## config.mk

```make
export PLATFORM = sky130hd
export DESIGN_NAME = dps_utim64
export DESIGN_NICKNAME = d
export VERILOG_FILES = /design/src/utim_pkg.sv /design/src/dps_utim64.sv /design/src/utim64.sv
export VERILOG_INCLUDE_DIRS = /design/src
export SDC_FILE = /design/constraint.sdc
export NUM_CORES = 2
export LEC_CHECK = 0
export BUFFER_PORTS_ARGS = -buffer_cell sky130_fd_sc_hd__clkbuf_2
export CORE_MARGIN = 2
export CORE_UTILIZATION = 25
export DETAILED_ROUTE_END_ITERATION = 7
export PLACE_DENSITY = 0.49
export SYNTH_ARGS = -nofsm -noshare
export SYNTH_HDL_FRONTEND = slang
export SYNTH_SLANG_ARGS = --single-unit
```

## constraint.sdc

```tcl
create_clock -name iCLOCK -period 6.7 [get_ports iCLOCK]
set_input_delay 0.67 -clock iCLOCK [delete_from_list [all_inputs] [get_ports iCLOCK]]
set_output_delay 0.67 -clock iCLOCK [all_outputs]
set_load 0.005 [all_outputs]
```

## src/utim_config.svh

```systemverilog
`ifndef UTIM_CONFIG_SVH
`define UTIM_CONFIG_SVH

// Bus data width, one register word
`define UTIM_DATA_W 32
// Counter and compare width
`define UTIM_CNT_W 64

// Top-level address, 32 word slots
`define UTIM_ADDR_W 5
// Address seen by one timer
`define UTIM_REG_ADDR_W 4

// Compare channels per timer
`define UTIM_CHANNELS 4
// Sticky flags, timer B in the upper half
`define UTIM_IRQ_FLAGS 8

// Flops between timer_clock and the edge detector
`define UTIM_SYNC_STAGES 2

// Address map
`define UTIM_A_BASE 5'h00
`define UTIM_A_LAST 5'h0E
`define UTIM_B_BASE 5'h10
`define UTIM_B_LAST 5'h1E
`define UTIM_FLAG_ADDR 5'h1F

`endif

```

## src/utim_pkg.sv

```systemverilog
`default_nettype none

`include "utim_config.svh"

package utim_pkg;

	// Request at the external bus, full address
	typedef struct packed {
		logic rw;
		logic [`UTIM_ADDR_W-1:0] addr;
		logic [`UTIM_DATA_W-1:0] data;
	} utim_bus_req_t;

	// Same request after decode, timer-local offset only
	typedef struct packed {
		logic rw;
		logic [`UTIM_REG_ADDR_W-1:0] addr;
		logic [`UTIM_DATA_W-1:0] data;
	} utim_reg_req_t;

	// Read response of one timer
	typedef struct packed {
		logic valid;
		logic [`UTIM_DATA_W-1:0] data;
	} utim_rsp_t;

	// Timer register offsets, compares as lo/hi pairs
	typedef enum logic [`UTIM_REG_ADDR_W-1:0] {
		CTRL    = 4'h0,
		CNT_LO  = 4'h1,
		CNT_HI  = 4'h2,
		CMP_EN  = 4'h3,
		CMP0_LO = 4'h4,
		CMP0_HI = 4'h5,
		CMP1_LO = 4'h6,
		CMP1_HI = 4'h7,
		CMP2_LO = 4'h8,
		CMP2_HI = 4'h9,
		CMP3_LO = 4'hA,
		CMP3_HI = 4'hB
	} utim_reg_e;

	// Bus read sequencing
	typedef enum logic {
		IDLE,
		RD_WAIT
	} utim_main_state_e;

	// Interrupt / acknowledge / flag-read sequence
	typedef enum logic [1:0] {
		IRQ_IDLE,
		IRQ_PEND,
		IRQ_FLAG
	} utim_irq_state_e;

endpackage

`default_nettype wire
```

## src/dps_utim64.sv

```systemverilog
`default_nettype none

`include "utim_config.svh"

module dps_utim64 (
	input wire logic iCLOCK,
	input wire logic inRESET,
	input wire logic timer_clock,
	input wire logic req_valid,
	input wire utim_pkg::utim_bus_req_t req,
	output logic req_busy,
	output logic rsp_valid,
	output logic [`UTIM_DATA_W-1:0] rsp_data,
	output logic irq_valid,
	input wire logic irq_ack
);

	// Response source selected by the read in flight
	localparam logic [1:0] SRC_A = 2'd0;
	localparam logic [1:0] SRC_B = 2'd1;
	localparam logic [1:0] SRC_FLAG = 2'd2;

	// Address decode
	logic accept;
	logic hit_a;
	logic hit_b;
	logic sel_a;
	logic sel_b;
	logic flag_rd;
	logic rd_start;
	utim_pkg::utim_reg_req_t reg_req;

	// Timer side
	logic busy_a;
	logic busy_b;
	utim_pkg::utim_rsp_t rsp_a;
	utim_pkg::utim_rsp_t rsp_b;
	logic [`UTIM_CHANNELS-1:0] irq_a;
	logic [`UTIM_CHANNELS-1:0] irq_b;

	// Read sequencing
	utim_pkg::utim_main_state_e state_q;
	logic [1:0] src_q;

	// Interrupt flags
	utim_pkg::utim_irq_state_e irq_state_q;
	logic [`UTIM_IRQ_FLAGS-1:0] irq_pulse;
	logic [`UTIM_IRQ_FLAGS-1:0] flags_q;
	logic flag_valid_q;
	logic [`UTIM_IRQ_FLAGS-1:0] flag_data_q;

	// Only one request while nothing is in flight
	assign accept = req_valid && !req_busy;

	// Offset from each base, wraps below it
	assign hit_a = (req.addr - `UTIM_A_BASE) <= (`UTIM_A_LAST - `UTIM_A_BASE);
	assign hit_b = (req.addr - `UTIM_B_BASE) <= (`UTIM_B_LAST - `UTIM_B_BASE);
	assign sel_a = accept && hit_a;
	assign sel_b = accept && hit_b;
	// 0x1F is read-only, writes fall through
	assign flag_rd = accept && !req.rw && (req.addr == `UTIM_FLAG_ADDR);
	// 0x0F matches nothing and opens no read
	assign rd_start = !req.rw && (sel_a || sel_b || flag_rd);

	// Low offset bits go unchanged to both timers
	assign reg_req = '{
		rw: req.rw,
		addr: req.addr[`UTIM_REG_ADDR_W-1:0],
		data: req.data
	};

	utim64 i_utim64_a (
		.iCLOCK(iCLOCK),
		.inRESET(inRESET),
		.timer_clock(timer_clock),
		.req_valid(sel_a),
		.req(reg_req),
		.busy(busy_a),
		.rsp(rsp_a),
		.irq(irq_a)
	);

	utim64 i_utim64_b (
		.iCLOCK(iCLOCK),
		.inRESET(inRESET),
		.timer_clock(timer_clock),
		.req_valid(sel_b),
		.req(reg_req),
		.busy(busy_b),
		.rsp(rsp_b),
		.irq(irq_b)
	);

	// Read-wait FSM, remembers who answers
	always_ff @(posedge iCLOCK or negedge inRESET) begin
		if (!inRESET) begin
			state_q <= utim_pkg::IDLE;
			src_q <= SRC_A;
		end else begin
			case (state_q)
				utim_pkg::IDLE: begin
					if (rd_start) begin
						state_q <= utim_pkg::RD_WAIT;
						if (sel_a) begin
							src_q <= SRC_A;
						end else if (sel_b) begin
							src_q <= SRC_B;
						end else begin
							src_q <= SRC_FLAG;
						end
					end
				end
				utim_pkg::RD_WAIT: begin
					// Every source answers the cycle after acceptance
					if (rsp_valid) begin
						state_q <= utim_pkg::IDLE;
					end
				end
				default: state_q <= utim_pkg::IDLE;
			endcase
		end
	end

	// Timer B on top, timer A below
	assign irq_pulse = {irq_b, irq_a};

	// Sticky flag collector
	always_ff @(posedge iCLOCK or negedge inRESET) begin
		if (!inRESET) begin
			irq_state_q <= utim_pkg::IRQ_IDLE;
			flags_q <= '0;
		end else begin
			case (irq_state_q)
				utim_pkg::IRQ_IDLE: begin
					flags_q <= flags_q | irq_pulse;
					if (|irq_pulse) begin
						irq_state_q <= utim_pkg::IRQ_PEND;
					end
				end
				utim_pkg::IRQ_PEND: begin
					flags_q <= flags_q | irq_pulse;
					if (irq_ack) begin
						irq_state_q <= utim_pkg::IRQ_FLAG;
					end
				end
				utim_pkg::IRQ_FLAG: begin
					if (flag_rd) begin
						// Keep only what arrived during the read itself
						flags_q <= irq_pulse;
						irq_state_q <= utim_pkg::IRQ_IDLE;
					end else begin
						flags_q <= flags_q | irq_pulse;
					end
				end
				default: irq_state_q <= utim_pkg::IRQ_IDLE;
			endcase
		end
	end

	// Flag read answers at T+1 like the timers
	always_ff @(posedge iCLOCK or negedge inRESET) begin
		if (!inRESET) begin
			flag_valid_q <= 1'b0;
		end else begin
			flag_valid_q <= flag_rd;
		end
	end

	// Value before any reload in the same cycle
	always_ff @(posedge iCLOCK) begin
		if (flag_rd) begin
			flag_data_q <= flags_q;
		end
	end

	assign irq_valid = (irq_state_q == utim_pkg::IRQ_PEND);

	assign req_busy = (state_q != utim_pkg::IDLE) || busy_a || busy_b;
	assign rsp_valid = rsp_a.valid || rsp_b.valid || flag_valid_q;

	// Response mux
	always_comb begin
		case (src_q)
			SRC_A: rsp_data = rsp_a.data;
			SRC_B: rsp_data = rsp_b.data;
			default: rsp_data = {{(`UTIM_DATA_W-`UTIM_IRQ_FLAGS){1'b0}}, flag_data_q};
		endcase
	end

endmodule

`default_nettype wire

```

## src/utim64.sv

```systemverilog
`default_nettype none

`include "utim_config.svh"

module utim64 (
	input wire logic iCLOCK,
	input wire logic inRESET,
	input wire logic timer_clock,
	input wire logic req_valid,
	input wire utim_pkg::utim_reg_req_t req,
	output logic busy,
	output utim_pkg::utim_rsp_t rsp,
	output logic [`UTIM_CHANNELS-1:0] irq
);

	typedef logic [`UTIM_REG_ADDR_W-1:0] reg_addr_t;

	// Tick synchronizer
	logic [`UTIM_SYNC_STAGES-1:0] tclk_sync;
	logic tclk_prev;
	logic tick;

	// Control and counter
	logic enable;
	logic [`UTIM_CNT_W-1:0] cnt;
	logic inc;
	logic inc_q;
	logic cnt_lo_wr;
	logic cnt_hi_wr;

	// Compare channels
	logic [`UTIM_CHANNELS-1:0] cmp_en;
	logic [`UTIM_CNT_W-1:0] cmp [`UTIM_CHANNELS];

	// Bus side
	logic wr;
	logic rd;
	logic [`UTIM_CNT_W-`UTIM_DATA_W-1:0] snap_hi;
	logic [`UTIM_DATA_W-1:0] rd_data;
	logic rsp_valid_q;
	logic [`UTIM_DATA_W-1:0] rsp_data_q;

	// Offset of a channel's low compare word
	function automatic reg_addr_t cmp_lo_addr(input int ch);
		return reg_addr_t'(utim_pkg::CMP0_LO) + reg_addr_t'(2 * ch);
	endfunction

	assign wr = req_valid && req.rw;
	assign rd = req_valid && !req.rw;

	// Counter half writes win over a tick
	assign cnt_lo_wr = wr && (req.addr == utim_pkg::CNT_LO);
	assign cnt_hi_wr = wr && (req.addr == utim_pkg::CNT_HI);

	// timer_clock shifts in, MSB is the synchronized level
	always_ff @(posedge iCLOCK or negedge inRESET) begin
		if (!inRESET) begin
			tclk_sync <= '0;
			tclk_prev <= 1'b0;
		end else begin
			tclk_sync <= {tclk_sync[`UTIM_SYNC_STAGES-2:0], timer_clock};
			tclk_prev <= tclk_sync[`UTIM_SYNC_STAGES-1];
		end
	end

	// Rising edge of the slow clock, one iCLOCK wide
	assign tick = tclk_sync[`UTIM_SYNC_STAGES-1] && !tclk_prev;
	assign inc = tick && enable && !cnt_lo_wr && !cnt_hi_wr;

	// Counter, enable, mask and compare registers
	always_ff @(posedge iCLOCK or negedge inRESET) begin
		if (!inRESET) begin
			enable <= 1'b0;
			cnt <= '0;
			inc_q <= 1'b0;
			cmp_en <= '0;
			for (int i = 0; i < `UTIM_CHANNELS; i++) begin
				cmp[i] <= '0;
			end
		end else begin
			inc_q <= inc;
			if (cnt_lo_wr) begin
				cnt <= {cnt[`UTIM_CNT_W-1:`UTIM_DATA_W], req.data};
			end else if (cnt_hi_wr) begin
				cnt <= {req.data, cnt[`UTIM_DATA_W-1:0]};
			end else if (inc) begin
				cnt <= cnt + 1'b1;
			end
			if (wr) begin
				case (req.addr)
					utim_pkg::CTRL: enable <= req.data[0];
					utim_pkg::CMP_EN: cmp_en <= req.data[`UTIM_CHANNELS-1:0];
					default: ;
				endcase
				// Compare halves, one lo/hi pair per channel
				for (int i = 0; i < `UTIM_CHANNELS; i++) begin
					if (req.addr == cmp_lo_addr(i)) begin
						cmp[i][`UTIM_DATA_W-1:0] <= req.data;
					end
					if (req.addr == cmp_lo_addr(i) + 1'b1) begin
						cmp[i][`UTIM_CNT_W-1:`UTIM_DATA_W] <= req.data;
					end
				end
			end
		end
	end

	// Match check one cycle after the increment landed
	// inc_q keeps a written counter value from firing
	always_ff @(posedge iCLOCK or negedge inRESET) begin
		if (!inRESET) begin
			irq <= '0;
		end else begin
			for (int i = 0; i < `UTIM_CHANNELS; i++) begin
				irq[i] <= inc_q && cmp_en[i] && (cnt == cmp[i]);
			end
		end
	end

	// Read mux, unused offsets stay zero
	always_comb begin
		rd_data = '0;
		case (req.addr)
			utim_pkg::CTRL: rd_data[0] = enable;
			utim_pkg::CNT_LO: rd_data = cnt[`UTIM_DATA_W-1:0];
			// Upper half as captured by the last low read
			utim_pkg::CNT_HI: rd_data = snap_hi;
			utim_pkg::CMP_EN: rd_data[`UTIM_CHANNELS-1:0] = cmp_en;
			default: ;
		endcase
		for (int i = 0; i < `UTIM_CHANNELS; i++) begin
			if (req.addr == cmp_lo_addr(i)) begin
				rd_data = cmp[i][`UTIM_DATA_W-1:0];
			end
			if (req.addr == cmp_lo_addr(i) + 1'b1) begin
				rd_data = cmp[i][`UTIM_CNT_W-1:`UTIM_DATA_W];
			end
		end
	end

	always_ff @(posedge iCLOCK or negedge inRESET) begin
		if (!inRESET) begin
			rsp_valid_q <= 1'b0;
		end else begin
			rsp_valid_q <= rd;
		end
	end

	// Read data and snapshot
	always_ff @(posedge iCLOCK) begin
		if (rd) begin
			rsp_data_q <= rd_data;
		end
		// Low read freezes the high word for the pair
		if (rd && (req.addr == utim_pkg::CNT_LO)) begin
			snap_hi <= cnt[`UTIM_CNT_W-1:`UTIM_DATA_W];
		end
	end

	assign rsp = '{valid: rsp_valid_q, data: rsp_data_q};
	// Busy only during the response cycle
	assign busy = rsp_valid_q;

endmodule

`default_nettype wire

```

==> flow_summary.yaml <==
status:
  outcome: "finished, final reports clean"
worst_setup_path:
  worst-r2r-cell-count: 5
  cp_slowest_stage_delay_ps: 980
  setup.worst_path.class: "reg2reg"
  worst-endpoint-required_ps: 7290
  critPathCaptureType: "register"
  cp_data_arrival_time_ps: 4900
  reg2reg_setup_slack_ps: 2390
  worstPathCellList: "nor4b_4 -> nand2_1 -> nor2_1 -> nand2_2 -> mux2_2"
  critPathLaunchType: "register"
  worst_r2r_endpoint: "i_utim64_a.cmp[186]$_DFFE_PN0P_"
  critPathMaxFanout: 33
  rr_startpoint: "i_utim64_a.busy$_DFF_PN0_"
  critical-path-slowest-cell: "sky130_fd_sc_hd__nor2_1"
  critPathTopFamily: "simple AND/OR/NAND/NOR gates"
  critical_path.n_buffers_inverters: 0
synth:
  synth_top_flop_cell: "sky130_fd_sc_hd__dfrtp_1"
  synth.lib_cells_used.distinct: 89
  synth_simple_gate_area_share_pct: 11.4
  synthMostInstantiatedCell: "sky130_fd_sc_hd__dfrtp_1"
  ys_seq_elements: 815
  synth.top_cells.by_count: "sky130_fd_sc_hd__dfrtp_1, sky130_fd_sc_hd__mux2_2, sky130_fd_sc_hd__nand2_1, sky130_fd_sc_hd__xnor2_1, sky130_fd_sc_hd__clkbuf_1"
  syn_area_per_cell_um2: 10.6
  synth-xor-area-share_pct: 9.44
  synth_top_family_by_area: "multiplexers"
  yosys.area_share.adder_pct: 0.0562
  netlist.top_cell.by_area: "sky130_fd_sc_hd__dfrtp_1"
  synth.yosys.warnings: 0
  synthesis.nets: 4234
  muxShareOfSynthArea_pct: 14.6
  netlist_top_cells_area: "sky130_fd_sc_hd__dfrtp_1, sky130_fd_sc_hd__mux2_2, sky130_fd_sc_hd__edfxtp_1"
  ys_async_sr_fraction_pct: 83.3
  synth_enable_flop_cells: 136
  synth_top_area_share_pct: 38.1
  synth.cell_area_mm2: 0.0446
  synth_seq_area_share_pct: 47.3
  synth_compound_gate_area_share_pct: 12.4
  postSynthCellCount: 4189
routing:
  drt_pass1_iterations: 6
  detail-route-antenna-nets: 0
  wl_um: 223000
  drc: 0
  viasPerCell: 5.76
  vias: 37200
  drt_first_iter_violations: 5407
  wl_per_cell_um: 34.5
power:
  switching_share_pct: 36.3
  power.density_cell_area_mw_per_mm2: 322
  power.leakage_uw: 0.0211
  power.clock.fraction_pct: 34.9
  power.internal_uw: 10300
  power.total_uw: 16100
  combPwrFrac_pct: 22.1
  p_switching_uw: 5860
  vdd.ir_drop.worst_mv: 0.206
  p_seq_share_pct: 43.0
timing:
  fmax_mhz: 232
  fin_tns_setup_ps: 0
  setup_viol_count_final: 0
  worstMarginPinSlew_ps: 1400
  finalWorstPathRequiredPeriod_ps: 4310
  slew-limit-headroom_pct: 6.06
  holdWs_ps: 21.3
  grt_setup_unrepaired: "no"
  clock-skew-final_ps: 29.4
  post-route-period-util_pct: 64.3
  max_slew_violation_count: 0
  final_hold_violation_count: 0
clock_network:
  cts-resized-gates: 0
  clockBufferDepth: 3
  clk_pin_slew_ps: 70
  clk_root_buffer_cell: "sky130_fd_sc_hd__clkbuf_16"
  cts_made_buffers: 90
  postCtsHoldBufs: 0
  cts.sinks: 815
  cts.repair_timing.setup_buffer_count: 0
  worstSkewPairLatency_ps: 730
  h_tree_depth: 3
  tritoncts: "yes"
finish:
  multi_input_area_mm2: 0.0215
  areaGrowthSynthToFinish_pct: 12.7
  nNetsFinal: 4090
  final_layout_size_suffix_gt1_share_pct: 22.2
  layout.filler_cells: 18400
  utilization_pct: 28.4
  layout.area.seq_mm2: 0.0211
grt:
  number_of_antenna_violations_at_the_first_check_in_global_routing: 17
  gr-total-overflow: 0
  grtUsageMet2_pct: 35.3
  track_usage_pct: 24.0
  first_global_vias: 35000
  grt_busiest_layer: "met2"
  largest_net_degree_at_the_start_of_global_routing: 146
  grt.met1_usage_pct: 33.2
  grt.met3_usage_pct: 5.08
  first_pass_grt_wire_length_um: 304000
floorplan:
  design.core.area_mm2: 0.177
  floorplan.initialDensity_pct: 25.2
  fp.dieArea_mm2: 0.182
  rows: 154
  io-pin-count: 78
  dieWidth_um: 426
  die-height_um: 426
worst_hold_path:
  min_path_type: "in2async"
placement:
  total_of_buffers_placed_on_input_and_output_ports: 77
  place.gp.congestion: 1.03
  detailed_place_hpwl_um: 162000
job:
  timing.max_cap.violations: 0
==> how the worst max path moves through the flow <==
stage | end | start | slack, ps | cells after the start
6_report | i_utim64_a.cmp[186]$_DFFE_PN0P_ | i_utim64_a.busy$_DFF_PN0_ | 2390 | 5
5_1_grt | i_utim64_a.cmp[170]$_DFFE_PN0P_ | i_utim64_a.busy$_DFF_PN0_ | 2260 | 5
4_1_cts | i_utim64_a.cmp[182]$_DFFE_PN0P_ | i_utim64_a.busy$_DFF_PN0_ | 2480 | 5
2_1_floorplan | i_utim64_a.snap_hi[0]$_DFFE_PP_ | req[32] | 1660 | 5
3_5_place_dp | i_utim64_a.cmp[61]$_DFFE_PN0P_ | req[35] | 1940 | 6
3_3_place_gp | i_utim64_a.cmp[53]$_DFFE_PN0P_ | req[35] | 2040 | 6
==> metal layers <==
metal | vias to the layer above | part of all wire (%)
met5 | - | 0.065
met4 | 22 | 5.7
met3 | 509 | 9.8
met2 | 2496 | 42
met1 | 19300 | 42
li1 | 14900 | -
==> sequential cells by signal, indices dropped and copies added (netlist names), 32 cells and up <==
signal                 count
i_utim64_a.rsp_data_q     32
i_utim64_b.rsp_data_q     32
i_utim64_b.snap_hi        32
i_utim64_a.cnt            64
i_utim64_b.cmp           256
i_utim64_b.cnt            64
i_utim64_a.cmp           256
i_utim64_a.snap_hi        32
==> cells in the final DEF (no fill, tap or decap), drive strengths merged, types with 9 or more instances in the layout <==
cell	instances
a21o	10
a21oi	115
a221o	13
a221oi	57
a222oi	9
a22o	44
a22oi	120
a31oi	13
a32oi	9
and2	12
and3	18
and4	16
buf	81
bufinv	14
clkbuf	200
clkinv	16
dfrtp	679
edfxtp	136
inv	112
mux2	527
mux2i	54
nand2	295
nand2b	9
nand3	91
nand4	118
nor2	212
nor2b	20
nor3	57
nor4	95
o211ai	11
o21a	11
o21ai	205
o221ai	27
o22ai	80
o2bb2ai	18
o311ai	11
or3	14
or4	18
xnor2	260
xor2	220
==> cell families (layout without fill, tap and decap cells) <==
kind of cell,after synthesis,count (layout)
xor+xnor,480,480
other cells,0,1
mux,582,582
compound gates,810,810
buf+inv,499,431
flops,815,815
fa+ha+maj,2,2
simple gates,1001,1001
==> stage by stage <==
stage	instance area (um2)	std cells	worst slack, ps
after global routing	50200	6462	2260
after global placement	46900	6293	2040
after CTS	50200	6461	2480
final	50200	6462	2390
after floorplan	44600	4189	1660
after detailed placement	46900	6293	1940
==> power by group through the flow <==
stage / registers (uW) / logic (uW) / clock network [uW]
floorplan: 6080 / 2360 / 0
global placement: 6950 / 3410 / 0
detailed placement: 6960 / 3410 / 0
CTS: 6870 / 3430 / 5680
global route: 6950 / 3680 / 5860
finish: 6940 / 3580 / 5630
==> area by class of cell <==
class | count | area share, %
diodes | 1 | 0.00498
clock buffers | 126 | 5.33
clock inverters | 42 | 1.19
inverters | 108 | 0.807
multi-input cells | 2875 | 42.8
flip-flops and latches | 815 | 42.0
well taps | 2340 | 5.83
repair buffers | 155 | 2.07
Power figures use the tool's default switching activity.
